==> src/hdl/minerPkg.sv <==
package minerPkg;

    typedef logic [31:0] word_t;
    // word 0 sits in the top bits, as in the byte order of the standard
    typedef word_t [0:7] digest_t;
    typedef word_t [0:15] block_t;

    // sha-256 round constants
    localparam word_t roundK [64] = '{
        32'h428a2f98, 32'h71374491, 32'hb5c0fbcf, 32'he9b5dba5,
        32'h3956c25b, 32'h59f111f1, 32'h923f82a4, 32'hab1c5ed5,
        32'hd807aa98, 32'h12835b01, 32'h243185be, 32'h550c7dc3,
        32'h72be5d74, 32'h80deb1fe, 32'h9bdc06a7, 32'hc19bf174,
        32'he49b69c1, 32'hefbe4786, 32'h0fc19dc6, 32'h240ca1cc,
        32'h2de92c6f, 32'h4a7484aa, 32'h5cb0a9dc, 32'h76f988da,
        32'h983e5152, 32'ha831c66d, 32'hb00327c8, 32'hbf597fc7,
        32'hc6e00bf3, 32'hd5a79147, 32'h06ca6351, 32'h14292967,
        32'h27b70a85, 32'h2e1b2138, 32'h4d2c6dfc, 32'h53380d13,
        32'h650a7354, 32'h766a0abb, 32'h81c2c92e, 32'h92722c85,
        32'ha2bfe8a1, 32'ha81a664b, 32'hc24b8b70, 32'hc76c51a3,
        32'hd192e819, 32'hd6990624, 32'hf40e3585, 32'h106aa070,
        32'h19a4c116, 32'h1e376c08, 32'h2748774c, 32'h34b0bcb5,
        32'h391c0cb3, 32'h4ed8aa4a, 32'h5b9cca4f, 32'h682e6ff3,
        32'h748f82ee, 32'h78a5636f, 32'h84c87814, 32'h8cc70208,
        32'h90befffa, 32'ha4506ceb, 32'hbef9a3f7, 32'hc67178f2
    };

    // standard initial hash value
    localparam digest_t sha256Iv = '{
        32'h6a09e667, 32'hbb67ae85, 32'h3c6ef372, 32'ha54ff53a,
        32'h510e527f, 32'h9b05688c, 32'h1f83d9ab, 32'h5be0cd19
    };

    // byte offsets of the register map
    localparam logic [7:0] RegControl = 8'h00;
    localparam logic [7:0] RegStatus = 8'h04;
    localparam logic [7:0] RegStartNonce = 8'h08;
    localparam logic [7:0] RegEndNonce = 8'h0c;
    localparam logic [7:0] RegTarget = 8'h10;
    localparam logic [7:0] RegFoundNonce = 8'h14;
    localparam logic [7:0] RegFoundWord = 8'h18;
    // eight midstate words from here
    localparam logic [7:0] RegMidstate = 8'h20;
    // sixteen block words from here
    localparam logic [7:0] RegBlock = 8'h40;

endpackage

==> src/hdl/hashLaneIf.sv <==
`timescale 1ns/100ps

interface hashLaneIf import minerPkg::*; ();
    // one-cycle pulse, digest word 0 met the target
    logic hit;
    // tested nonce and its digest word 0, valid with hit
    word_t hitNonce;
    word_t hitWord;
    // level, lane ran past the end nonce
    logic exhausted;
    // level from the arbiter, lane stops after its current compression
    logic halt;

    modport lane (
        output hit, hitNonce, hitWord, exhausted,
        input halt
    );

    modport arbiter (
        input hit, hitNonce, hitWord, exhausted,
        output halt
    );
endinterface

==> src/hdl/foundArbiter.sv <==
`timescale 1ns/100ps

module foundArbiter import minerPkg::*; (
    input logic clock,
    input logic reset,
    input logic launch,
    input logic stop,
    hashLaneIf.arbiter lane0,
    hashLaneIf.arbiter lane1,
    output logic busy,
    output logic found,
    output logic exhausted,
    output word_t foundNonce,
    output word_t foundWord
);

    logic halt, takeHit, allExhausted;

    // both lanes halt together
    assign lane0.halt = halt;
    assign lane1.halt = halt;

    // first hit of the search only
    assign takeHit = busy && (lane0.hit || lane1.hit) && !stop && !launch;
    assign allExhausted = lane0.exhausted && lane1.exhausted;

    always_ff @(posedge clock) begin
        if (reset) begin
            busy <= 1'b0;
            found <= 1'b0;
            exhausted <= 1'b0;
            halt <= 1'b0;
        end else if (stop) begin
            // stop wins over a launch in the same write
            busy <= 1'b0;
            halt <= 1'b1;
        end else if (launch) begin
            busy <= 1'b1;
            found <= 1'b0;
            exhausted <= 1'b0;
            halt <= 1'b0;
        end else if (takeHit) begin
            busy <= 1'b0;
            found <= 1'b1;
            halt <= 1'b1;
        end else if (busy && allExhausted) begin
            busy <= 1'b0;
            exhausted <= 1'b1;
            halt <= 1'b1;
        end
    end

    // even lane holds the lower nonce of a compression
    always_ff @(posedge clock) begin
        if (takeHit) begin
            foundNonce <= lane0.hit ? lane0.hitNonce : lane1.hitNonce;
            foundWord <= lane0.hit ? lane0.hitWord : lane1.hitWord;
        end
    end

endmodule

==> src/flat_wrapper.sv <==
// flat-port wrapper written by rule: the top's interface ports become plain ports
module foundArbiter_flat import minerPkg::*;
  (clock, reset, launch, stop, busy, found, exhausted, foundNonce, foundWord, lane0_hit, lane0_hitNonce, lane0_hitWord, lane0_exhausted, lane0_halt, lane1_hit, lane1_hitNonce, lane1_hitWord, lane1_exhausted, lane1_halt);
  hashLaneIf lane0_i ();
  hashLaneIf lane1_i ();
  input logic clock;
  input logic reset;
  input logic launch;
  input logic stop;
  output logic busy;
  output logic found;
  output logic exhausted;
  output word_t foundNonce;
  output word_t foundWord;
  input wire logic [$bits(lane0_i.hit)-1:0] lane0_hit;
  input wire logic [$bits(lane0_i.hitNonce)-1:0] lane0_hitNonce;
  input wire logic [$bits(lane0_i.hitWord)-1:0] lane0_hitWord;
  input wire logic [$bits(lane0_i.exhausted)-1:0] lane0_exhausted;
  output wire logic [$bits(lane0_i.halt)-1:0] lane0_halt;
  input wire logic [$bits(lane1_i.hit)-1:0] lane1_hit;
  input wire logic [$bits(lane1_i.hitNonce)-1:0] lane1_hitNonce;
  input wire logic [$bits(lane1_i.hitWord)-1:0] lane1_hitWord;
  input wire logic [$bits(lane1_i.exhausted)-1:0] lane1_exhausted;
  output wire logic [$bits(lane1_i.halt)-1:0] lane1_halt;
  assign lane0_i.hit = lane0_hit;
  assign lane0_i.hitNonce = lane0_hitNonce;
  assign lane0_i.hitWord = lane0_hitWord;
  assign lane0_i.exhausted = lane0_exhausted;
  assign lane0_halt = lane0_i.halt;
  assign lane1_i.hit = lane1_hit;
  assign lane1_i.hitNonce = lane1_hitNonce;
  assign lane1_i.hitWord = lane1_hitWord;
  assign lane1_i.exhausted = lane1_exhausted;
  assign lane1_halt = lane1_i.halt;
  foundArbiter u_core (.clock(clock), .reset(reset), .launch(launch), .stop(stop), .lane0(lane0_i), .lane1(lane1_i), .busy(busy), .found(found), .exhausted(exhausted), .foundNonce(foundNonce), .foundWord(foundWord));
endmodule
==> config.mk <==
export PLATFORM = sky130hd
export DESIGN_NAME = foundArbiter_flat
export DESIGN_NICKNAME = d
export VERILOG_FILES = /design/src/hdl/minerPkg.sv /design/src/hdl/hashLaneIf.sv /design/src/hdl/foundArbiter.sv /design/src/flat_wrapper.sv
export SDC_FILE = /design/constraint.sdc
export NUM_CORES = 1
export LEC_CHECK = 0
export ABC_AREA = 1
export BUFFER_PORTS_ARGS = -buffer_cell sky130_fd_sc_hd__buf_4
export CORE_MARGIN = 3
export CORE_UTILIZATION = 42
export CTS_CLUSTER_DIAMETER = 150
export CTS_CLUSTER_SIZE = 12
export DETAILED_ROUTE_END_ITERATION = 8
export PLACE_DENSITY_LB_ADDON = 0.08
export SLEW_MARGIN = 20
export SYNTH_ARGS = -nofsm -noshare
export SYNTH_HDL_FRONTEND = slang
export SYNTH_SLANG_ARGS = --single-unit
export TNS_END_PERCENT = 10
==> constraint.sdc <==
create_clock -name clock -period 2.65 [get_ports clock]
set_input_delay 0.265 -clock clock [delete_from_list [all_inputs] [get_ports clock]]
set_output_delay 0.265 -clock clock [all_outputs]
set_load 0.005 [all_outputs]
Word level (Yosys, flattened, before mapping)
Cells that the tools add are included.
W data, S select, Z words.
{"block": "totals", "ff_bits": 68, "latch_bits": 0, "ram_bits": 0, "romBits": 0, "inputBits": 136, "out_inout_bits": 69, "elab_cells": 36, "mem_count": 0}
{"block": "op_classes", "add_sub_neg": 0, "n_mul": 0, "n_div": 0, "magnitude_cmp": 0, "eq_ne": 1, "shift": 0, "n_mux": 13, "bitwise": 1, "n_reduce_logical": 15}
{"operator": "$mux W32", "n": 2}
{"operator": "$mux W1", "n": 11}
{"operator": "$logic_and A1 B1 Y1", "n": 5}
{"operator": "$reduce_bool A2 Y1", "n": 2}
{"operator": "$reduce_bool A4 Y1", "n": 1}
{"operator": "$reduce_and A3 Y1", "n": 1}
{"operator": "$reduce_bool A3 Y1", "n": 1}
{"operator": "$logic_not A1 Y1", "n": 2}
{"operator": "$ne A2 B2 Y1 const B", "n": 1}
{"operator": "$reduce_and A2 Y1", "n": 1}
{"operator": "$reduce_or A2 Y1", "n": 1}
{"operator": "$logic_or A1 B1 Y1", "n": 1}
{"operator": "$not A1 Y1", "n": 1}

Longest topological paths before layout
Gate-level depths: netlist of the first run.
{"block": "logic_depth", "word_depth": 7, "depth_mapped": 6, "depth_no_buf": 6}

Worst setup path before layout of the first run
OpenSTA, ideal clock, no wires.
{"block": "synth_timing", "path_kind": "register to register", "start": "register u_core.busy", "end": "register u_core.foundNonce[0] (enable)", "setup_time_ns": 0.418, "t_arrival_ns": 1.858, "required_ns": 2.232, "setup_slack_ns": 0.374, "path_stages_with_launch": 5, "path_buffers": 0, "period_less_slack_ns": 2.276, "path_cell_list": "dfxtp_1 inv_1 nor2_4 nand3_2 inv_1"}
{"block": "synth_between", "elab_chain_cells": 3}
{"item": "start, declared", "line_no": "foundArbiter.sv:10", "rtl": "output logic busy,"}
{"item": "start signal, assigned", "line_no": "foundArbiter.sv:29", "rtl": "busy <= 1'b0;"}
{"item": "start signal, assigned", "line_no": "foundArbiter.sv:35", "rtl": "busy <= 1'b0;"}
{"item": "start signal, assigned", "line_no": "foundArbiter.sv:38", "rtl": "busy <= 1'b1;"}
{"item": "$logic_and A1 B1 Y1 (3 in a row)", "line_no": "foundArbiter.sv:24", "rtl": "assign takeHit = busy && (lane0.hit || lane1.hit) && !stop && !launch;"}
{"item": "named net u_core.takeHit", "line_no": "foundArbiter.sv:17", "rtl": "logic halt, takeHit, allExhausted;"}
{"item": "end signal, assigned", "line_no": "foundArbiter.sv:56", "rtl": "foundNonce <= lane0.hit ? lane0.hitNonce : lane1.hitNonce;"}
{"item": "end, declared", "line_no": "foundArbiter.sv:13", "rtl": "output word_t foundNonce,"}
The timed path passes the listed nets, and every way through them passes these cells.
A chain may end at the register's enable or synchronous reset.

Worst setup path after layout of the first run
{"block": "layout_timing", "start": "register u_core.busy", "end": "register u_core.foundWord[14] (enable)"}
{"block": "layout_between", "elab_chain_cells": 3}
{"item": "$logic_and A1 B1 Y1 (3 in a row)", "line_no": "foundArbiter.sv:24"}
{"item": "named net u_core.takeHit", "line_no": "foundArbiter.sv:17"}
{"item": "end signal, assigned", "line_no": "foundArbiter.sv:57", "rtl": "foundWord <= lane0.hit ? lane0.hitWord : lane1.hitWord;"}
{"item": "end, declared", "line_no": "foundArbiter.sv:14", "rtl": "output word_t foundWord"}
The timed path passes the listed nets, and every way through them passes these cells.

==> run_results.csv, run 1 <==
group,metric,value,unit
timing,final_max_slew_viol_count,0,
cells_and_area,fill_cells,545,
timing,grt_setup_unrepaired,"false",
synth,ys.warnings.count,0,
cts,cts.htree.levels,3,
floorplan,dieArea,0.00822,mm²
synth,synthCells,299,
worst_setup_path,r2r-end,"u_core.foundWord[14]$_DFFE_PP_",
power,peakVddDrop,0.291,mV
timing,fmax,667,MHz
cells_and_area,layout-drive-gt1-share,0.443,
cts,cts_buffer_depth,2,
timing,finalCritPeriodShare,0.566,
worst_setup_path,endpoint,"u_core.foundWord[14]$_DFFE_PP_",
floorplan,io_pins,205,
cts,cts.repair.resized,0,
timing,setup_viol,0,
cts,clock_latency,0.33,ns
worst_setup_path,cp-start-kind,"register",
worst_setup_path,crit_fanout,39,
grt,globalRouteOverflowTotal,0,
floorplan,fp-row-count,30,
worst_setup_path,reg2reg_slack,1.15,ns
synth,ys_types,16,
floorplan,coreArea,0.00687,mm²
route,wl_per_cell,13.4,µm
timing,worst_pin_slew,0.665,ns
hold_path,min_path_type,"in -> reg",
cells_and_area,diodes,0,
cells_and_area,fin_nets,639,
cts,cts-buffers-inserted,9,
route,drt_wl_total,8.11,mm
cells_and_area,layout_commonest_cell,"buf_4",
grt,grt_usage,0.189,
timing,slew_headroom,0.556,
synth,seq_area_frac_synth,0.665,
route,vias,2692,
floorplan,die_w,90.7,µm
synth,synth.avg_cell_area,10.1,µm²
placement,gp_congestion,0.816,
route,detail_route.iter0.violations,116,
synth,synthesis.area,0.00301,mm²
worst_setup_path,required,2.62,ns
cts,clkTransAtPathRegs,0.07,ns
route,ant_nets,0,
timing,finalHoldViolations,0,
status,outcome,"complete, no violations",
synth,ys_seq_elements,68,
grt,grt_pass1_wl,12.0,mm
run,cap_violations,0,
route,viasPerCell,4.46,
cells_and_area,area_growth,56.3,%
route,drc,0,
floorplan,fp.dieH,90.7,µm
timing,worst_clock_skew,0.00752,ns
cts,cts_hold_buf,0,
worst_setup_path,cp-startpoint,"u_core.busy$_SDFFE_PP0P_",
worst_setup_path,reg2reg_depth,5,
route,dr.pass1.iters,4,
worst_setup_path,crit_path_end_kind,"register",
cells_and_area,layout_common_cells,"buf_4 (208), nand2_1 (196), edfxtp_1 (64)",
placement,hpwl,6.04,mm
cts,clockRootBuffer,"clkbuf_8",
synth,synthesis.nets,435,
floorplan,start_util,0.438,
worst_setup_path,cp.arrival,1.47,ns
placement,numPortBuffers,204,
power,power.leakage,2.33,nW
grt,grt_start_max_net_pins,65,
timing,min_period,1.50,ns
grt,grt_pass1_vias,2540,
worst_setup_path,rr_startpoint,"u_core.busy$_SDFFE_PP0P_",
cells_and_area,finish.utilization,0.685,
worst_setup_path,path_class,"reg -> reg",
cts,numClockSinks,68,
cts,cts_tree,"yes",
cts,cts_setup_buffers,0,
timing,setup_tns,0,ns
power,p_per_area,488,mW/mm²
grt,antenna_found_initial,0,
==> cell type report <==
class,count,area (µm²),area share
Timing Repair Buffer,208,1560,0.332
Multi-Input combinational cell,209,813,0.173
Sequential cell,68,2000,0.425
Inverter,7,26.3,0.00558
Clock buffer,10,128,0.0271
Clock inverter,6,55.1,0.0117
Tap cell,96,120,0.0255
==> synthesized netlist by cell type <==
master,instances,area [µm²]
nand3_2,1,10.0
nand3b_1,1,7.51
buf_4,1,7.51
o21bai_1,1,7.51
nand2_1,196,736
nor3_1,1,5.00
edfxtp_1,64,1920
nand3_1,2,10.0
buf_6,12,135
nor2_1,3,11.3
clkbuf_8,2,27.5
dfxtp_1,4,80.1
a21oi_1,3,15.0
inv_1,6,22.5
inv_2,1,3.75
nor2_4,1,11.3
==> critical path, stage by stage (launching register included) <==
cell	delay, ns
dfxtp_1	0.37
inv_1	0.08
nor2_4	0.09
nand3_2	0.09
inv_2	0.07
buf_4	0.41
==> per-stage QoR <==
stage	power [W]	instance area, µm²	worst slack (ns)	std cells	hold WS (ns)
2_1_floorplan	0.00135	3010	0.374	299	0.343
6_report	0.00229	4710	1.15	604	0.107
5_1_grt	0.00240	4710	1.04	604	0.0905
4_1_cts	0.00232	4710	1.13	604	0.0890
3_3_place_gp	0.00152	4520	1.18	588	0.446
3_5_place_dp	0.00153	4520	1.16	588	0.445
==> sequential cells by signal, indices dropped and copies added, names as in the netlist <==
| register | cells |
|---|---|
| u_core.lane0.halt | 1 |
| u_core.found | 1 |
| u_core.busy | 1 |
| u_core.foundWord | 32 |
| u_core.foundNonce | 32 |
| u_core.exhausted | 1 |
==> where the power goes <==
part / switching [W] / total (W) / leakage (nW) / internal, W
logic: 0.000123 / 0.000304 / 1.63 / 0.000181
clock network: 0.000363 / 0.000788 / 0.0911 / 0.000425
registers: 0.00000510 / 0.00120 / 0.613 / 0.00120
total: 0.000491 / 0.00229 / 2.33 / 0.00180
==> cells by family after synthesis <==
kind of cell           after synthesis  share of synthesized area
AO/OA/AOI/OAI                        4                    0.00748
AND/OR/NAND/NOR                    205                      0.263
flip-flops                          68                      0.665
buffers and inverters               22                     0.0652
==> metal layers <==
| layer | global-route usage | share of wire | vias up |
|---|---|---|---|
| li1 | - | - | 1360 |
| met1 | 0.213 | 0.37 | 1192 |
| met2 | 0.329 | 0.52 | 122 |
| met3 | 0.0500 | 0.085 | 18 |
| met4 | 0.0944 | 0.025 | 0 |
| met5 | 0 | 0 | - |
==> how the worst min path moves through the flow <==
stage | from | endpoint | slack [ns] | cells past startpoint
4_1_cts | reset | u_core.busy$_SDFFE_PP0P_ | 0.09 | 2
3_5_place_dp | u_core.exhausted$_SDFFE_PP0P_ | u_core.exhausted$_SDFFE_PP0P_ | 0.44 | 2
6_report | reset | u_core.busy$_SDFFE_PP0P_ | 0.11 | 2
5_1_grt | reset | u_core.busy$_SDFFE_PP0P_ | 0.09 | 2
2_1_floorplan | reset | u_core.busy$_SDFFE_PP0P_ | 0.34 | 1
3_3_place_gp | u_core.exhausted$_SDFFE_PP0P_ | u_core.exhausted$_SDFFE_PP0P_ | 0.45 | 2
No activity file was read; power rests on OpenSTA's default activity.
==> run 2, diff against run 1 <==
- clock period: 2.65 -> 1.4 ns (I/O delays scaled with it)
==> run_results.csv, run 2 (synthesized netlist as in run 1, its figures left out) <==
group,metric,value,unit
power,total_power,0.00435,W
grt,globalRouteOverflowTotal,0,
worst_setup_path,r2r-end,"u_core.foundWord[23]$_DFFE_PP_",
grt,grt_pass1_vias,2610,
route,drc,0,
power,peakVddDrop,0.717,mV
worst_setup_path,cp.arrival,1.30,ns
route,dr.pass1.iters,4,
placement,gp_congestion,0.836,
worst_setup_path,crit_fanout,35,
cts,numClockSinks,68,
worst_setup_path,rr_startpoint,"u_core.busy$_SDFFE_PP0P_",
cts,cts.repair.resized,0,
timing,fmax,787,MHz
worst_setup_path,cp-start-kind,"register",
floorplan,fp-row-count,30,
hold_path,hold_depth,3,
timing,finalHoldViolations,0,
cells_and_area,multi_input_area,813,µm²
floorplan,start_util,0.438,
cells_and_area,finish.utilization,0.691,
route,detail_route.iter0.violations,104,
cells_and_area,layout-drive-gt1-share,0.446,
cells_and_area,fin_nets,640,
cells_and_area,ff_latch_area,0.00200,mm²
route,vias,2697,
floorplan,dieArea,0.00822,mm²
route,drt_wl_total,7.95,mm
worst_setup_path,crit_path_end_kind,"register",
grt,grt_pass1_wl,12.1,mm
grt,grt_usage,0.189,
cts,cts_hold_buf,1,
grt,grt-busiest-layer,"met2",
cells_and_area,layout_commonest_cell,"buf_4",
cts,clockRootBuffer,"clkbuf_8",
route,wl_per_cell,13.1,µm
cts,clkTransAtPathRegs,0.07,ns
cts,cts-buffers-inserted,9,
worst_setup_path,path_class,"reg -> reg",
hold_path,min_path_type,"in -> reg",
cts,cts_buffer_depth,2,
floorplan,die_w,90.7,µm
cells_and_area,layout_common_cells,"buf_4 (206), nand2_1 (196), edfxtp_1 (64)",
worst_setup_path,required,1.43,ns
placement,numPortBuffers,204,
worst_setup_path,endpoint,"u_core.foundWord[23]$_DFFE_PP_",
timing,worst_pin_slew,0.643,ns
timing,setup_viol,0,
grt,antenna_found_initial,0,
cells_and_area,diodes,0,
cts,cts_tree,"yes",
status,outcome,"complete, no violations",
power,power.leakage,2.34,nW
timing,finalCritPeriodShare,0.907,
floorplan,io_pins,205,
run,cap_violations,0,
route,ant_nets,0,
cells_and_area,fill_cells,548,
timing,slew_headroom,0.571,
cts,cts.htree.levels,3,
placement,hpwl,5.93,mm
timing,min_period,1.27,ns
grt,gr-usage-met1,0.200,
worst_setup_path,reg2reg_slack,0.13,ns
grt,met2_usage,0.335,
worst_setup_path,cp-startpoint,"u_core.busy$_SDFFE_PP0P_",
route,viasPerCell,4.46,
grt,grt.met3_usage,0.0533,
floorplan,coreArea,0.00687,mm²
cts,cts_setup_buffers,0,
floorplan,fp.dieH,90.7,µm
timing,worst_clock_skew,0.00433,ns
timing,grt_setup_unrepaired,"false",
cells_and_area,reg_top3,"u_core.foundNonce x32, u_core.foundWord x32",
grt,grt_start_max_net_pins,65,
power,p_per_area,917,mW/mm²
cts,clock_latency,0.33,ns
timing,final_max_slew_viol_count,0,
worst_setup_path,reg2reg_depth,5,
cells_and_area,area_growth,57.6,%
## run 2: cell type report
| class | instances | share of cell area |
|---|---|---|
| flip-flops and latches | 68 | 0.422 |
| repair buffers | 209 | 0.336 |
| multi-input cells | 209 | 0.171 |
| clock buffers | 10 | 0.0269 |
| well taps | 96 | 0.0253 |
| clock inverters | 6 | 0.0116 |
| inverters | 7 | 0.00633 |
## run 2: critical path, cell delays in order (launching register included)
cell	delay, ns
dfxtp_2	0.36
inv_2	0.05
nor2_4	0.09
nand3_2	0.11
clkinvlp_4	0.13
buf_12	0.22
## run 2: per-stage QoR
stage | instance area (µm²) | instances | hold WS [ns] | worst slack, ns | TNS, ns
2_1_floorplan | 3020 | 299 | 0.211 | -0.405 | -25.90
3_3_place_gp | 4550 | 588 | 0.310 | 0.171 | 0
3_5_place_dp | 4550 | 588 | 0.310 | 0.135 | 0
4_1_cts | 4750 | 605 | 0.0542 | 0.123 | 0
5_1_grt | 4750 | 605 | 0.0631 | 0.0415 | 0
6_report | 4750 | 605 | 0.0690 | 0.130 | 0
## run 2: per-layer routing
layer  vias to the layer above  part of all wire  routed length, µm
li1                       1361                 -                  -
met1                      1192              0.37               2910
met2                       125              0.52               4120
met3                        19             0.084                671
met4                         0             0.032                252
met5                         -                 0                  0
## run 2: worst min-delay path by stage
stage,from,end,slack (ns)
floorplan,reset,u_core.busy$_SDFFE_PP0P_,0.21
global placement,reset,u_core.busy$_SDFFE_PP0P_,0.31
detailed placement,reset,u_core.busy$_SDFFE_PP0P_,0.31
CTS,lane1_hitWord[5],u_core.foundWord[5]$_DFFE_PP_,0.05
global route,lane1_hitWord[15],u_core.foundWord[15]$_DFFE_PP_,0.06
finish,lane1_hitWord[5],u_core.foundWord[5]$_DFFE_PP_,0.07
## run 2: power breakdown
part           switching, W  leakage, nW  internal, W
Combinational      0.000229         1.63     0.000347
Sequential       0.00000994        0.613      0.00227
Clock              0.000695       0.0911     0.000805
==> run 3, diff against run 2 <==
- CORE_UTILIZATION: 42 -> 38
- MAX_ROUTING_LAYER: unset -> met4
- clock period: 1.4 -> 1.1 ns (I/O delays scaled with it)
==> run_results.csv, run 3 (synthesized netlist as in run 1, its figures left out) <==
group,metric,value,unit
run,cap_violations,0,
cells_and_area,reg_top3,"u_core.foundNonce x32, u_core.foundWord x32",
floorplan,fp.dieH,95.0,µm
grt,grt_start_max_net_pins,65,
power,peakVddDrop,0.653,mV
route,drt_wl_total,8.20,mm
timing,setup_viol,64,
route,drc,0,
placement,numPortBuffers,204,
timing,whs,0.0417,ns
cells_and_area,finish.utilization,0.661,
route,dr_wl_met3,770,µm
cells_and_area,diodes,0,
floorplan,start_util,0.402,
cells_and_area,fin_nets,653,
route,dr.pass1.iters,6,
cells_and_area,final_area,0.00495,mm²
power,power.leakage,2.44,nW
cts,numClockSinks,68,
grt,grt_pass1_vias,2614,
cts,clockRootBuffer,"clkbuf_8",
grt,globalRouteOverflowTotal,0,
worst_setup_path,reg2reg_depth,6,
cts,cts_tree,"yes",
worst_setup_path,required,1.15,ns
placement,pre_cts_ws,-0.138,ns
cts,cts.htree.levels,3,
power,p_per_area,1170,mW/mm²
cells_and_area,fill_cells,605,
timing,finalHoldViolations,0,
cts,clock_latency,0.33,ns
status,outcome,"complete, but fails checks",
cts,cts-buffers-inserted,9,
floorplan,coreArea,0.00749,mm²
worst_setup_path,path_class,"reg -> reg",
cells_and_area,layout_commonest_cell,"buf_4",
route,dr.max_layer_used,"met4",
cts,clkTransAtPathRegs,0.07,ns
floorplan,fp-row-count,31,
timing,finalCritPeriodShare,1.13,
route,wl_met1,2.91,mm
worst_setup_path,crit_fanout,9,
cts,cts_buffer_depth,2,
worst_setup_path,cp-start-kind,"register",
floorplan,die_w,95.0,µm
status,violations,"negative setup slack",
worst_setup_path,cp.arrival,1.29,ns
timing,worst_clock_skew,0.00287,ns
timing,fmax,806,MHz
route,vias,2742,
floorplan,io_pins,205,
placement,placed_cell_area,0.00463,mm²
cells_and_area,layout_common_cells,"buf_4 (212), nand2_1 (196), edfxtp_1 (64)",
hold_path,hold_depth,3,
grt,grt_usage,0.182,
timing,final_max_slew_viol_count,0,
route,ant_nets,0,
timing,worst_pin_slew,0.629,ns
timing,slew_headroom,0.581,
timing,grt_setup_unrepaired,"true",
placement,gp_congestion,0.808,
grt,antenna_found_initial,0,
route,wl_per_cell,13.2,µm
cells_and_area,area_growth,64.4,%
worst_setup_path,crit_path_end_kind,"register",
route,detail_route.iter0.violations,101,
timing,setup_slack,-0.141,ns
route,wl_met2,4.39,mm
route,viasPerCell,4.42,
cells_and_area,layout-drive-gt1-share,0.462,
grt,grt_pass1_wl,11.9,mm
hold_path,min_path_type,"in -> reg",
floorplan,dieArea,0.00903,mm²
placement,hpwl,6.29,mm
timing,min_period,1.24,ns
==> run 3: cell types whose count changed in the layout (fill, tap and decap cells not counted), sizes merged <==
| cell | previous run | this run |
|---|---|---|
| buf | 208 | 219 |
| bufinv | 1 | 2 |
| clkbuf | 10 | 12 |
| clkinvlp | 2 | 1 |
==> run 3: worst paths after layout <==
kind,start,to,slack (ns)
hold / removal,lane1_hitNonce[20],u_core.foundNonce[20]$_DFFE_PP_,0.04
setup reg to reg,u_core.busy$_SDFFE_PP0P_,u_core.foundNonce[26]$_DFFE_PP_,-0.14
hold reg to reg,u_core.exhausted$_SDFFE_PP0P_,u_core.exhausted$_SDFFE_PP0P_,0.46
setup / recovery,u_core.busy$_SDFFE_PP0P_,u_core.foundNonce[26]$_DFFE_PP_,-0.14
==> run 3: layout make-up <==
cell class	instances	area [µm²]	area share
Clock buffer	10	128	0.0258
Tap cell	99	124	0.0250
Timing Repair Buffer	222	1770	0.358
Inverter	7	30.0	0.00607
Sequential cell	68	2000	0.405
Multi-Input combinational cell	209	813	0.164
Clock inverter	6	78.8	0.0159
==> run 3: critical path, stage by stage (launching register included) <==
cell and delay, ns:
dfxtp_2 0.34, inv_2 0.04, nor2_4 0.08, nand3_2 0.10
clkinvlp_4 0.11, buf_12 0.14, clkbuf_16 0.16
==> run 3: layer usage <==
metal / vias up / global-route usage
met3: 12 / 0.0505
met2: 115 / 0.323
met4: 0 / 0.0781
met1: 1225 / 0.189
met5: - / -
li1: 1390 / -
==> run 3: power by group <==
| group | switching (W) | internal (W) |
|---|---|---|
| combinational | 0.000302 | 0.000467 |
| sequential | 0.0000120 | 0.00289 |
| clock | 0.000877 | 0.00126 |
| total | 0.00119 | 0.00461 |
==> run 3: what timing repair did <==
action,in CTS,in global routing
gates resized for setup,0,1
hold endpoints to repair,1,0
setup endpoints to repair,63,63
pin swaps,0,0
gates cloned,0,3
hold buffers,1,0
setup buffers,0,3
==> run 3: stage by stage <==
step | total power (W) | cells | setup TNS [ns]
2_1_floorplan | 0.00326 | 299 | -45.10
3_3_place_gp | 0.00370 | 598 | -6.68
3_5_place_dp | 0.00372 | 598 | -7.93
4_1_cts | 0.00586 | 615 | -8.43
5_1_grt | 0.00608 | 621 | -10.63
6_report | 0.00580 | 621 | -7.78
