--- src/hdl/minerPkg.sv ---
package minerPkg;

    typedef logic [31:0] word_t;
    // word 0 sits in the top bits, as in the byte order of the standard
    typedef word_t [0:7] digest_t;
    typedef word_t [0:15] block_t;

    // sha-256 round constants
    localparam word_t roundK [64] = '{
        32'h428a2f98, 32'h71374491, 32'hb5c0fbcf, 32'he9b5dba5,
        32'h3956c25b, 32'h59f111f1, 32'h923f82a4, 32'hab1c5ed5,
        32'hd807aa98, 32'h12835b01, 32'h243185be, 32'h550c7dc3,
        32'h72be5d74, 32'h80deb1fe, 32'h9bdc06a7, 32'hc19bf174,
        32'he49b69c1, 32'hefbe4786, 32'h0fc19dc6, 32'h240ca1cc,
        32'h2de92c6f, 32'h4a7484aa, 32'h5cb0a9dc, 32'h76f988da,
        32'h983e5152, 32'ha831c66d, 32'hb00327c8, 32'hbf597fc7,
        32'hc6e00bf3, 32'hd5a79147, 32'h06ca6351, 32'h14292967,
        32'h27b70a85, 32'h2e1b2138, 32'h4d2c6dfc, 32'h53380d13,
        32'h650a7354, 32'h766a0abb, 32'h81c2c92e, 32'h92722c85,
        32'ha2bfe8a1, 32'ha81a664b, 32'hc24b8b70, 32'hc76c51a3,
        32'hd192e819, 32'hd6990624, 32'hf40e3585, 32'h106aa070,
        32'h19a4c116, 32'h1e376c08, 32'h2748774c, 32'h34b0bcb5,
        32'h391c0cb3, 32'h4ed8aa4a, 32'h5b9cca4f, 32'h682e6ff3,
        32'h748f82ee, 32'h78a5636f, 32'h84c87814, 32'h8cc70208,
        32'h90befffa, 32'ha4506ceb, 32'hbef9a3f7, 32'hc67178f2
    };

    // standard initial hash value
    localparam digest_t sha256Iv = '{
        32'h6a09e667, 32'hbb67ae85, 32'h3c6ef372, 32'ha54ff53a,
        32'h510e527f, 32'h9b05688c, 32'h1f83d9ab, 32'h5be0cd19
    };

    // byte offsets of the register map
    localparam logic [7:0] RegControl = 8'h00;
    localparam logic [7:0] RegStatus = 8'h04;
    localparam logic [7:0] RegStartNonce = 8'h08;
    localparam logic [7:0] RegEndNonce = 8'h0c;
    localparam logic [7:0] RegTarget = 8'h10;
    localparam logic [7:0] RegFoundNonce = 8'h14;
    localparam logic [7:0] RegFoundWord = 8'h18;
    // eight midstate words from here
    localparam logic [7:0] RegMidstate = 8'h20;
    // sixteen block words from here
    localparam logic [7:0] RegBlock = 8'h40;

endpackage

--- src/hdl/minerRegs.sv ---
`timescale 1ns/100ps

module minerRegs import minerPkg::*; #(
    parameter int unsigned AddrWidth = 7
) (
    input logic clock,
    input logic reset,
    input logic [AddrWidth-1:0] awaddr,
    input logic awvalid,
    output logic awready,
    input word_t wdata,
    input logic [3:0] wstrb,
    input logic wvalid,
    output logic wready,
    output logic [1:0] bresp,
    output logic bvalid,
    input logic bready,
    input logic [AddrWidth-1:0] araddr,
    input logic arvalid,
    output logic arready,
    output word_t rdata,
    output logic [1:0] rresp,
    output logic rvalid,
    input logic rready,
    input logic found,
    input logic exhausted,
    input logic busy,
    input word_t foundNonce,
    input word_t foundWord,
    output logic launch,
    output logic stop,
    output digest_t midstate,
    output block_t block,
    output word_t target,
    output word_t startNonce,
    output word_t endNonce
);

    logic writeFire, readFire, cfgWrite, ctrlWrite;
    logic [7:0] wrOffset, rdOffset;
    word_t readWord;

    function automatic word_t mergeBytes(word_t oldWord, word_t newWord, logic [3:0] strobe);
        word_t merged;
        merged = oldWord;
        for (int i = 0; i < 4; i++) begin
            if (strobe[i]) begin
                merged[8*i +: 8] = newWord[8*i +: 8];
            end
        end
        return merged;
    endfunction

    assign wrOffset = 8'(awaddr);
    assign rdOffset = 8'(araddr);

    // address and data accepted together, one write in flight
    assign awready = awvalid && wvalid && !bvalid;
    assign wready = awready;
    assign writeFire = awready;
    assign arready = !rvalid;
    assign readFire = arvalid && arready;
    assign bresp = 2'b00;
    assign rresp = 2'b00;

    // configuration frozen during a search
    assign cfgWrite = writeFire && !busy;
    assign ctrlWrite = writeFire && (wrOffset == RegControl) && wstrb[0];

    always_ff @(posedge clock) begin
        if (reset) begin
            bvalid <= 1'b0;
            rvalid <= 1'b0;
            launch <= 1'b0;
            stop <= 1'b0;
        end else begin
            // control bits are self-clearing pulses
            launch <= ctrlWrite && wdata[0];
            stop <= ctrlWrite && wdata[1];
            if (writeFire) begin
                bvalid <= 1'b1;
            end else if (bready) begin
                bvalid <= 1'b0;
            end
            if (readFire) begin
                rvalid <= 1'b1;
            end else if (rready) begin
                rvalid <= 1'b0;
            end
        end
    end

    always_ff @(posedge clock) begin
        if (cfgWrite) begin
            if (wrOffset == RegStartNonce) begin
                startNonce <= mergeBytes(startNonce, wdata, wstrb);
            end
            if (wrOffset == RegEndNonce) begin
                endNonce <= mergeBytes(endNonce, wdata, wstrb);
            end
            if (wrOffset == RegTarget) begin
                target <= mergeBytes(target, wdata, wstrb);
            end
            if ((wrOffset & 8'he0) == RegMidstate) begin
                midstate[wrOffset[4:2]] <= mergeBytes(midstate[wrOffset[4:2]], wdata, wstrb);
            end
            if ((wrOffset & 8'hc0) == RegBlock) begin
                block[wrOffset[5:2]] <= mergeBytes(block[wrOffset[5:2]], wdata, wstrb);
            end
        end
    end

    // read mux, control reads as zero
    always_comb begin
        readWord = '0;
        if ((rdOffset & 8'he0) == RegMidstate) begin
            readWord = midstate[rdOffset[4:2]];
        end else if ((rdOffset & 8'hc0) == RegBlock) begin
            readWord = block[rdOffset[5:2]];
        end else begin
            case (rdOffset)
                RegStatus: readWord = {29'b0, exhausted, found, busy};
                RegStartNonce: readWord = startNonce;
                RegEndNonce: readWord = endNonce;
                RegTarget: readWord = target;
                RegFoundNonce: readWord = foundNonce;
                RegFoundWord: readWord = foundWord;
                default: readWord = '0;
            endcase
        end
    end

    // held until rready
    always_ff @(posedge clock) begin
        if (readFire) begin
            rdata <= readWord;
        end
    end

endmodule

--- config.mk ---
export PLATFORM = sky130hd
export DESIGN_NAME = minerRegs
export DESIGN_NICKNAME = d
export VERILOG_FILES = /design/src/hdl/minerPkg.sv /design/src/hdl/minerRegs.sv
export SDC_FILE = /design/constraint.sdc
export NUM_CORES = 1
export LEC_CHECK = 0
export BUFFER_PORTS_ARGS = -buffer_cell sky130_fd_sc_hd__buf_2
export CAP_MARGIN = 20
export CORE_AREA = 3 3 395 397
export CTS_BUF_LIST = sky130_fd_sc_hd__clkbuf_4 sky130_fd_sc_hd__clkbuf_8 sky130_fd_sc_hd__clkbuf_16
export DETAILED_ROUTE_END_ITERATION = 10
export DIE_AREA = 0 0 398 400
export PLACE_DENSITY = 0.45
export SLEW_MARGIN = 20
export SYNTH_ARGS = -nofsm -noshare
export SYNTH_HDL_FRONTEND = slang
export SYNTH_SLANG_ARGS = --single-unit
--- constraint.sdc ---
create_clock -name clock -period 4.7 [get_ports clock]
set_input_delay 0.94 -clock clock [delete_from_list [all_inputs] [get_ports clock]]
set_output_delay 0.94 -clock clock [all_outputs]
set_load 0.05 [all_outputs]
### Word level (Yosys, flattened, before mapping)

Index checks and enable logic that the tools add are counted.
Widths: inputs -> output; s select.

| storage, ports and cells | value |
|---|---|
| bits in registers | 900 |
| input bits | 124 |
| output and inout port bits | 907 |
| logic and storage cells | 141 |

| operators by class | value |
|---|---|
| $lt $le $gt $ge | 6 |
| equality and inequality tests | 11 |
| mux-type cells | 49 |
| bitwise gates (word level) | 4 |
| reductions and logical operators | 30 |

Operator list:

| kind | count |
|---|---|
| $bwmux 512 | 1 |
| $mux 32 | 12 |
| $bmux 32 s4 | 2 |
| $bwmux 256 | 1 |
| $bmux 32 s3 | 2 |
| $mux 8 | 24 |
| $pmux 32 s6 | 1 |
| $demux 32 s4 | 1 |
| $demux 32 s3 | 1 |
| $reduce_and 3->1 | 12 |
| $eq 7x4->1 const B | 4 |
| $eq 7x5->1 const B | 4 |
| $ge 5x5->1 const B | 2 |
| $logic_and 1x1->1 | 10 |
| $not 4->5 | 2 |
| $ge 4x4->1 const B | 2 |
| $logic_not 8->1 | 1 |
| $not 3->4 | 2 |
| $eq 7x3->1 const B | 1 |
| $lt 5x1->1 const B | 1 |
| $eq 2x1->1 const B | 2 |
| $lt 4x1->1 const B | 1 |
| $mux 1 | 4 |
| $reduce_and 2->1 | 2 |
| other kinds (2) | 5 |

### Longest topological paths before layout

Gate-level depths: netlist (run 1).

| logic depth | value |
|---|---|
| depth in word-level cells | 8 |
| depth in mapped cells | 8 |
| mapped depth without buffers | 4 |

### Worst setup path after synthesis (run 1)

No wires, ideal clock.

| path | value |
|---|---|
| kind | input-to-reg |
| start point | input awaddr[5] |
| end point | register midstate[128] (netlist name) (enable) |
| setup time | 461 ps |
| arrival time | 4,224 ps |
| data required time | 4,239 ps |
| slack | 15 ps |
| stages on the path | 5 |
| path buffers | 3 |
| cell sequence | buf_2 > clkbuf_1 > clkbuf_1 > nand3b_1 > nor3_1 |

| on the way | value |
|---|---|
| longest elaborated chain between the ends | 2 |

RTL lines:

| element | line | text |
|---|---|---|
| start, declared | minerRegs.sv:8 | `input logic [AddrWidth-1:0] awaddr,` |
| $eq 2x1->1 | minerRegs.sv:104 | `if ((wrOffset & 8'he0) == RegMidstate) begin` |
| $reduce_and 2->1 (no source line) | n/a |  |
| end signal, assigned by index | minerRegs.sv:105 | `midstate[wrOffset[4:2]] <= mergeBytes(midstate[wrOffset[4:2]], wdata, wstrb);` |
| end, declared | minerRegs.sv:32 | `output digest_t midstate,` |

Every way passes these cells.
A chain may end at the register's enable or synchronous reset.

### Worst setup path in the final report (run 1)

| path | value |
|---|---|
| start point | input awaddr[2] |
| end point | register midstate[244] (netlist name), data pin |

| on the way | value |
|---|---|
| longest elaborated chain between the ends | 8 |
| elaborated cells between the ends (all ways) | 13 |
| classes of those cells | 2 x order compare; 9 x mux; 1 x bitwise; 1 x reduce/logical |

RTL lines:

| element | line | text |
|---|---|---|
| $not 3->4 (not written as such) (*) | minerRegs.sv:105 |  |
| $bmux 32 s3 | minerRegs.sv:105 |  |
| $mux 32 (not written as such) (2 in a row) | minerRegs.sv:105 |  |
| $mux 8 | minerRegs.sv:47 | `if (strobe[i]) begin` |
| $mux 8 | minerRegs.sv:104 |  |
| $mux 8 | minerRegs.sv:94 | `if (cfgWrite) begin` |
| $bwmux 256 (*) | minerRegs.sv:105 |  |

Mark *: on every way between the ends. The rest lies on a longest branch, timed or not. The select of a mux whose other input is x is not followed.

==> qor.yml, run 1 <==
io_pins: 1031
multiInputGateArea_sq_um: 13830
netlist_instances: 2241
leakage_nw: 19.52
cp_max_fo: 62
grt_usage: 0.2837
worstPathArrival_ns: 4.07
initial_core_util: 0.2718
clkTransAtPathRegs_ns: 0.06
cts_resized: 0
antenna_found_initial: 33
first_pass_iters: 5
worstPathRequired_ns: 5.02
ys_ff_latch: 900
dp.final_hpwl_mm: 173.3
hold_class: "in -> reg"
cap_violations: 0
grt-ovfl-total: 0
cts_tree: "yes"
relSlewSlack: 0.2485
layout_common_cells: "1019 x buf_2, 896 x edfxtp_1, 325 x mux4_2"
hold_viol_final: 0
ant_nets: 0
clock-sinks: 900
grt_pass1_wl_mm: 298.2
drive_gt1_frac: 0.5132
ys.flop_type: "edfxtp_1"
finalInstanceArea_sq_um: 53920
cts_buffers: 104
die_x_um: 398
drc: 0
outcome: "complete, no violations"
post_cts_buffers: 0
fmax_ghz: 0.2668
final_cells: 5520
power_density_nw_per_um2: 359.2
port_buffers: 1026
yosysUniqueCellTypes: 51
synth_area_sq_um: 41390
ys_async_sr_fraction: 0
final-setup-viol-count: 0
grt_pass1_vias: 29808
root_buffer: "clkbuf_16"
postCtsHoldBufs: 0
dieArea_sq_um: 159200
ff_latch_area_sq_um: 26990
fillers: 14668
layout.nets: 3512
tightest_slew_ns: 1.119
gp_congestion: 0.8763
wirelength_mm: 233.1
cp-end-kind: "flop"
cts_buffer_depth: 3
syn_to_final_growth_pct: 30.28
vias: 30532
wl_per_cell_um: 42.23
avgSynthCellArea_sq_um: 18.47
critical_path_class: "in -> reg"
row_count: 143
ys_seq_area_frac: 0.6520
insertion_delay_ns: 0.74
skew_ns: 0.04111
crit_path_start_kind: "input pin"
layout_commonest_cell: "buf_2"
vdd_ir_drop_max_uv: 267.6
cts_max_level: 3
core_sq_um: 152300
fin_crit_ns: 3.749
placed_cells: 5311
placed_cell_area_sq_um: 50320
slew_viol_final: 0
vias_per_cell: 5.531
die_h_um: 400
grt_max_degree: 83
synth_edf_count: 896
initialDrtViolationCount: 3221
yosys_warnings: 0
timing.setup.tns_ns: 0
rsz0062_at_grt: "false"
period_share: 0.7976
[Yosys cell counts (7+ instances only)]
master     number  area, sq um
mux4_2        325         7320
a2111oi_0      25        219.0
mux2_2          8        90.09
nor3_1         32        160.2
a22oi_1        33        247.7
a211oi_1      112        840.8
buf_4          18        135.1
clkbuf_1       78        292.8
o22ai_1        53        331.6
mux2i_1       200         2002
buf_2          67        335.3
a2111o_1       24        270.3
nand2_1        22        82.58
nand2b_1        8        50.05
a21oi_1         7        35.03
edfxtp_1      896        26910
nor2_1         72        270.3
buf_1          12        45.04
nor2b_1       146        913.4
a22o_1         25        219.0
[flip-flops by register name, summed over array words and instances, names as in the netlist, 32 cells and up]
name / flops
rdata: 32
midstate: 256
target: 32
block: 512
endNonce: 32
startNonce: 32
[cell families (layout without fill, tap and decap cells)]
family	count (synthesis)	count (layout)	synth area share
AOI/OAI and AO/OA	308	308	0.05789
buffers and inverters	184	1416	0.02125
DFF	900	900	0.6520
muxes	533	533	0.2274
other	1	18	0.00009060
and+or+nand+nor	315	315	0.04138
[stage by stage]
stage / util / power [mW] / hold WS, ns / setup WS, ns
6_report: 0.3541 / 19.37 / 0.4040 / 0.9512
5_1_grt: 0.3540 / 19.91 / 0.3885 / 0.9404
4_1_cts: 0.3537 / 19.54 / 0.3299 / 0.8139
3_5_place_dp: 0.3305 / 11.01 / 0.5491 / 0.02571
3_3_place_gp: 0.3302 / 11.01 / 0.5453 / 0.01838
2_1_floorplan: - / 10.19 / 0.6945 / 0.01462
[critical path: stages]
cell and delay, ns:
buf_8 0.62, buf_12 0.32, mux4_2 0.52, nor2b_1 0.17, a211oi_1 0.85, nor2_1 0.48
[routing by layer]
layer	vias up	routed length, um	global-route usage
li1	11852	-	-
met1	16397	89340	0.3506
met2	1907	114900	0.4806
met3	374	17740	0.05722
met4	2	11100	0.1247
met5	-	13	0
[final cells by class]
class,count,area share
antenna,14,0.0006497
multi-input combinational,1160,0.2566
tap,2030,0.04711
inverter,4,0.0002785
clock buffer,123,0.05091
sequential,900,0.5005
timing repair buffer,1218,0.1292
clock inverter,71,0.01476
[power by group]
group	internal [mW]	switching (mW)
combinational	0.622	1.20
sequential	8.97	0.0356
clock	4.92	3.61
total	14.5	4.85
[worst paths after layout]
kind / startpoint / slack, ns / cells past startpoint / end
min reg2reg: target[3] / 0.58 / 1 / rdata[3]
max reg2reg: bvalid / 1.74 / 6 / block[228]
max: awaddr[2] / 0.95 / 6 / midstate[244]
min: rready / 0.40 / 2 / rvalid
Power figures use the tool's default switching activity.
==> run 2, diff against run 1 <==
==> constraint.sdc (replaced) <==
create_clock -name clock -period 3.2 [get_ports clock]
set_input_delay 0.64 -clock clock [delete_from_list [all_inputs] [get_ports clock]]
set_output_delay 0.64 -clock clock [all_outputs]
set_load 0.05 [all_outputs]
==> run 2 against run 1 <==
  * Combinational power rose by 54%
  * Clock power rose by 55%
  * Largest power group unchanged
  * Clock-buffer cell count grew 1
  * Die area unchanged
  * Worst hold slack lost 0.30 ns
  * Global-route usage grew 0.61 points
  * Setup slack got worse by 0.56 ns
  * Power is 51% higher
  * Routed wire length increased by 1.8%
  * Utilization increased by 1.3 points
==> qor.yml, run 2 (synthesized netlist as in run 1, its figures left out) <==
slew_viol_final: 0  # unchanged
vdd_ir_drop_max_uv: 445.6  # +67%
grt_max_degree: 80  # -3.6%
grt_pass1_wl_mm: 305.5  # +2.5%
ant_nets: 0  # unchanged
insertion_delay_ns: 0.75  # about the same
outcome: "complete, no violations"
switching_share: 0.2422  # -0.008088
fin_crit_ns: 2.808
first_pass_iters: 6  # +1
clock-sinks: 900  # unchanged
port_buffers: 1026  # unchanged
cp_max_fo: 5  # -92%
critical_path_class: "reg -> out"
cts_buffer_depth: 3  # unchanged
crit_path_start_kind: "flop"
layout.nets: 3633  # +3.4%
fmax_ghz: 0.3562
use_met3: 0.06538  # +0.008162
cts_max_level: 3  # unchanged
pwr-share-clk: 0.451  # +0.011
p_int_mw: 22.16  # +53%
busiest_layer: "met2"
rr_startpoint: "bvalid"
skew_ns: 0.02687  # -0.01424 ns
cp-startpoint: "bvalid"
io_pins: 1031  # unchanged
gp_congestion: 0.8645  # -1.3%
vias_per_cell: 5.492  # -0.70%
leakage_nw: 20.45  # +4.7%
clkTransAtPathRegs_ns: 0.06  # about the same
final-setup-viol-count: 0  # unchanged
cts_tree: "yes"
power_frac_seq: 0.452  # -0.013
drive_gt1_frac: 0.5253  # +0.01209
hold_slack_ns: 0.1003  # -0.3037 ns
initial_core_util: 0.2718  # unchanged
die_x_um: 398  # unchanged
grtUsageMet2: 0.4865  # +0.005911
fillers: 14539  # -0.88%
cts_resized: 0  # unchanged
drc: 0  # unchanged
rsz0062_at_grt: "false"
tightest_slew_ns: 1.156  # +0.03700 ns
core_sq_um: 152300  # unchanged
root_buffer: "clkbuf_16"
worstPathArrival_ns: 2.17  # -1.90 ns
p_sw_mw: 7.084  # +46%
initialDrtViolationCount: 3242  # +0.65%
post_cts_buffers: 0  # unchanged
hold_viol_final: 0  # unchanged
layout_commonest_cell: "buf_2"
row_count: 143  # unchanged
met1_usage: 0.3559  # +0.005243
largest_register_ffs: 512  # unchanged
worstPathRequired_ns: 2.56  # -2.46 ns
wl_per_cell_um: 42.05  # -0.44%
grt-ovfl-total: 0  # unchanged
wirelength_mm: 237.3  # +1.8%
grt_usage: 0.2898  # +0.006072
syn_to_final_growth_pct: 35.04
power_density_nw_per_um2: 523.2  # +46%
cp-end-kind: "output port"
cap_violations: 0  # unchanged
postCtsHoldBufs: 0  # unchanged
timing.setup.tns_ns: 0  # unchanged
hold_class: "in -> reg"
final_cells: 5643  # +2.2%
p_comb_frac: 0.096  # +0.002
dieArea_sq_um: 159200  # unchanged
dp.final_hpwl_mm: 180.0  # +3.9%
layout_common_cells: "1019 x buf_2, 896 x edfxtp_1, 325 x mux4_2"
cts_buffers: 106  # +1.9%
min-delay-start: "rready"
period_share: 0.8774
antenna_found_initial: 30  # -9.1%
relSlewSlack: 0.2279  # -0.02056
vias: 30994  # +1.5%
placed_cells: 5431  # +2.3%
die_h_um: 400  # unchanged
grt_pass1_vias: 30616  # +2.7%
run 2: through the flow:
stage | area [sq um] | power, mW | utilization | worst slack [ns]
floorplan | 41440 | 14.97 | - | -0.4385
global placement | 52100 | 16.30 | 0.3422 | 0.001863
detailed placement | 52100 | 16.30 | 0.3422 | 0.007499
CTS | 55840 | 29.53 | 0.3668 | 0.3527
global route | 55860 | 30.11 | 0.3669 | 0.3687
finish | 55890 | 29.25 | 0.3671 | 0.3925
run 2: cell type report:
type / instances / area [sq um] / share of cell area
Timing Repair Buffer: 1337 / 8766 / 0.1568
Clock buffer: 124 / 2840 / 0.05082
Antenna cell: 19 / 47.55 / 0.0008507
Inverter: 4 / 15.01 / 0.0002686
Tap cell: 2030 / 2540 / 0.04544
Multi-Input combinational cell: 1160 / 13800 / 0.2468
Clock inverter: 69 / 900.9 / 0.01612
Sequential cell: 900 / 26990 / 0.4828
run 2: path summary, 6_finish.rpt:
| check | endpoint | slack [ns] | cells past startpoint |
|---|---|---|---|
| worst min register to register | bvalid | 0.50 | 2 |
| worst max register to register | block[341] | 0.88 | 7 |
| worst max-delay path | wready | 0.39 | 3 |
| worst min-delay path | rvalid | 0.10 | 2 |
run 2: layer usage:
layer,vias to the layer above,wire length (um)
li1,12095,-
met1,16793,90290
met2,1751,116500
met3,353,18940
met4,2,11500
met5,-,13
run 2: critical path, cell delays in order (launching register included):
cell	delay, ns
dfxtp_1	0.32
nand3b_1	0.34
inv_1	0.36
buf_2	0.40
run 2: power by group through the flow:
stage | Combinational [mW] | Clock (mW) | Sequential (mW)
floorplan | 1.32 | 0 | 13.7
global placement | 2.83 | 0 | 13.5
detailed placement | 2.83 | 0 | 13.5
CTS | 2.84 | 13.5 | 13.2
global route | 2.95 | 13.9 | 13.2
finish | 2.82 | 13.2 | 13.2
==> run 3, diff against run 2 <==
--- a/config.mk
+++ b/config.mk
@@ -5,13 +5,17 @@
 export SDC_FILE = /design/constraint.sdc
 export NUM_CORES = 1
 export LEC_CHECK = 0
+export ABC_AREA = 1
 export BUFFER_PORTS_ARGS = -buffer_cell sky130_fd_sc_hd__buf_2
 export CAP_MARGIN = 20
-export CORE_AREA = 3 3 395 397
+export CELL_PAD_IN_SITES_DETAIL_PLACEMENT = 1
+export CELL_PAD_IN_SITES_GLOBAL_PLACEMENT = 2
+export CORE_AREA = 3 3 398 400
 export CTS_BUF_LIST = sky130_fd_sc_hd__clkbuf_4 sky130_fd_sc_hd__clkbuf_8 sky130_fd_sc_hd__clkbuf_16
 export DETAILED_ROUTE_END_ITERATION = 10
-export DIE_AREA = 0 0 398 400
-export PLACE_DENSITY = 0.45
+export DIE_AREA = 0 0 401 403
+export GPL_TIMING_DRIVEN = 0
+export PLACE_DENSITY = 0.74
 export SLEW_MARGIN = 20
 export SYNTH_ARGS = -nofsm -noshare
 export SYNTH_HDL_FRONTEND = slang
==> run 3 against run 2 <==
  * Largest power group unchanged
  * Critical endpoint is now endNonce[27]
  * Combinational power rose by 25%
  * Highest routed layer unchanged
  * The run now ends with setup timing left
  * Synthesized cell count rose by 140%
  * Sequential power barely moved
==> qor.yml, run 3 <==
final-setup-viol-count: 28  # +28
outcome: "finished with violations"
initialDrtViolationCount: 5941  # +83%
period_share: 1.022  # +0.1449
vdd_ir_drop_max_uv: 381.3  # -14%
grt_pass1_vias: 46246  # +51%
ys_ff_latch: 900  # unchanged
hold_path_depth: 1  # -1
cp-startpoint: "awaddr[2]"
r2r_end: "block[324]"
synth_area_sq_um: 44970  # +8.7%
synth_edf_count: 896  # unchanged
tightest_slew_ns: 1.257  # +0.1011 ns
grt_usage: 0.3821  # +0.09232
root_buffer: "clkbuf_16"
rr_startpoint: "bvalid"
relSlewSlack: 0.1622  # -0.06574
antenna_found_initial: 35  # +17%
hold_viol_final: 0  # unchanged
leakage_nw: 26.75  # +31%
cts_buffer_depth: 3  # unchanged
post-place-ws_ns: -1.336  # -1.344 ns
wirelength_mm: 319.9  # +35%
insertion_delay_ns: 0.75  # about the same
drc: 0  # unchanged
cap_violations: 0  # unchanged
ys_seq_area_frac: 0.6000  # -0.05197
grt-ovfl-total: 0  # unchanged
timing.setup.tns_ns: -1.099  # -1.099 ns
syn_to_final_growth_pct: 29.36
core_sq_um: 155700  # +2.2%
critical_path_class: "in -> reg"
initial_core_util: 0.2889  # +0.01709
dieArea_sq_um: 161600  # +1.5%
layout_common_cells: "3358 x nand2_1, 1149 x buf_2, 896 x edfxtp_1"
avgSynthCellArea_sq_um: 8.293  # -55%
crit_path_start_kind: "input pin"
clkTransAtPathRegs_ns: 0.06  # about the same
yosysUniqueCellTypes: 25  # -51%
cts_buffers: 109  # +2.8%
cts_max_level: 3  # unchanged
critical_path.endpoint: "endNonce[27]"
vias: 47982  # +55%
row_count: 145  # +1.4%
worstPathArrival_ns: 3.65  # +1.48 ns
hold_class: "in -> reg"
final_cells: 8810  # +56%
postCtsHoldBufs: 0  # unchanged
synth_common_cells: "3387 x nand2_1, 896 x edfxtp_1, 360 x nand3_1, 196 x nor2_1, 128 x buf_2"
grt_max_degree: 24  # -70%
synth_most_common_cell: "nand2_1"
gp_congestion: 0.9725  # +12%
first_pass_iters: 5  # -1
port_buffers: 1021  # -0.49%
cp-end-kind: "flop"
rsz0062_at_grt: "true"
yosys_warnings: 0  # unchanged
worstPathRequired_ns: 3.57  # +1.01 ns
hold_slack_ns: 0.1170  # +0.01667 ns
r2r_setup_slack_ns: -0.02  # -0.90 ns
r2r_cells: 8  # +1
cts_tree: "yes"
layout_commonest_cell: "nand2_1"
io_pins: 1031  # unchanged
vias_per_cell: 5.446  # -0.84%
cp_max_fo: 10  # +5
slew_viol_final: 0  # unchanged
fin_ws_ns: -0.07134  # -0.4638 ns
synth_top_cell_by_area: "edfxtp_1"
placed_cells: 8560  # +58%
ant_nets: 0  # unchanged
final_core_util: 0.3738  # +0.006685
drive_gt1_frac: 0.2271  # -0.2982
fin_crit_ns: 3.271  # +0.4638 ns
netlist_instances: 5423  # +140%
wl_per_cell_um: 36.32  # -14%
synth_area_leaders: "edfxtp_1 60%, nand2_1 28%, nand3_1 4.0%"
skew_ns: 0.04001  # +0.01315 ns
power_density_nw_per_um2: 515.7  # -1.4%
clock-sinks: 900  # unchanged
ys.flop_type: "edfxtp_1"
grt_pass1_wl_mm: 418.7  # +37%
synth.top_cell.area_share: 0.5982  # -0.05181
layout.nets: 6770  # +86%
die_h_um: 403  # +0.75%
dp.final_hpwl_mm: 255.4  # +42%
die_x_um: 401  # +0.75%
ys_async_sr_fraction: 0  # unchanged
violations: "setup timing"
fmax_ghz: 0.3057  # -14%
largest_register_ffs: 512  # unchanged
run 3: cell types whose count changed after synthesis, moves of 40 or more:
| cell | previous run | this run |
|---|---|---|
| a211oi_1 | 112 | 0 |
| buf_1 | 12 | 54 |
| buf_2 | 67 | 128 |
| clkbuf_1 | 78 | 124 |
| inv_1 | 3 | 81 |
| mux2i_1 | 200 | 0 |
| mux4_2 | 325 | 0 |
| nand2_1 | 22 | 3387 |
| nand3_1 | 5 | 360 |
| nor2_1 | 72 | 196 |
| nor2b_1 | 146 | 0 |
| o21ai_0 | 5 | 45 |
| o22ai_1 | 53 | 0 |
run 3: stage by stage:
stage / instance area [sq um] / total power [mW]
3_5_place_dp: 53970 / 16.90
5_1_grt: 58160 / 30.62
3_3_place_gp: 52850 / 16.84
6_report: 58180 / 30.01
4_1_cts: 58060 / 29.95
2_1_floorplan: 45160 / 15.12
run 3: metal layers:
layer,up-vias,global-route usage,part of all wire
met3,669,0.09297,0.097
li1,20033,-,-
met2,2903,0.5865,0.44
met5,-,0.007136,0.00085
met4,16,0.2288,0.071
met1,24361,0.4878,0.40
run 3: worst min path at each step:
stage / startpoint / end / slack [ns]
detailed placement: bvalid / bvalid / 0.54
global route: wdata[17] / target[17] / 0.11
floorplan: reset / bvalid / 0.71
finish: wdata[17] / target[17] / 0.12
global placement: bvalid / bvalid / 0.52
CTS: wdata[17] / target[17] / 0.08
run 3: layout make-up:
cell class                 count  area, sq um
antenna                       10        25.02
buffer                       317         1423
clock buffer                 132         2930
clock inverter                75        794.5
fill                       18748        97480
inverter                      87        329.1
multi-input combinational   4122        16600
sequential                   900        26990
tap                         2058         2575
timing repair buffer        1109         6516
run 3: logic make-up after synthesis:
logic type | Yosys count | synth area share
and+or+nand+nor | 3999 | 0.3468
DFF | 900 | 0.6000
buffers and inverters | 404 | 0.03820
AOI/OAI and AO/OA | 119 | 0.01491
other | 1 | 0.00008338
run 3: critical path: stages:
cell,delay (ns)
buf_2,0.13
buf_2,0.39
nand2_2,0.47
inv_2,0.37
buf_2,0.52
nand3_1,0.37
nor2_1,0.73
run 3: report_power, final:
part | internal, mW | switching [mW] | leakage (nW)
Sequential | 13.2 | 0.0620 | 8.16
Combinational | 0.657 | 2.87 | 16.8
Clock | 7.60 | 5.63 | 1.82
run 3: timing repair:
action | CTS | global route
buffers inserted | 27 | 6
endpoints found under the setup margin | 777 | 271
pin swaps | 9 | 2
resized for setup | 26 | 18
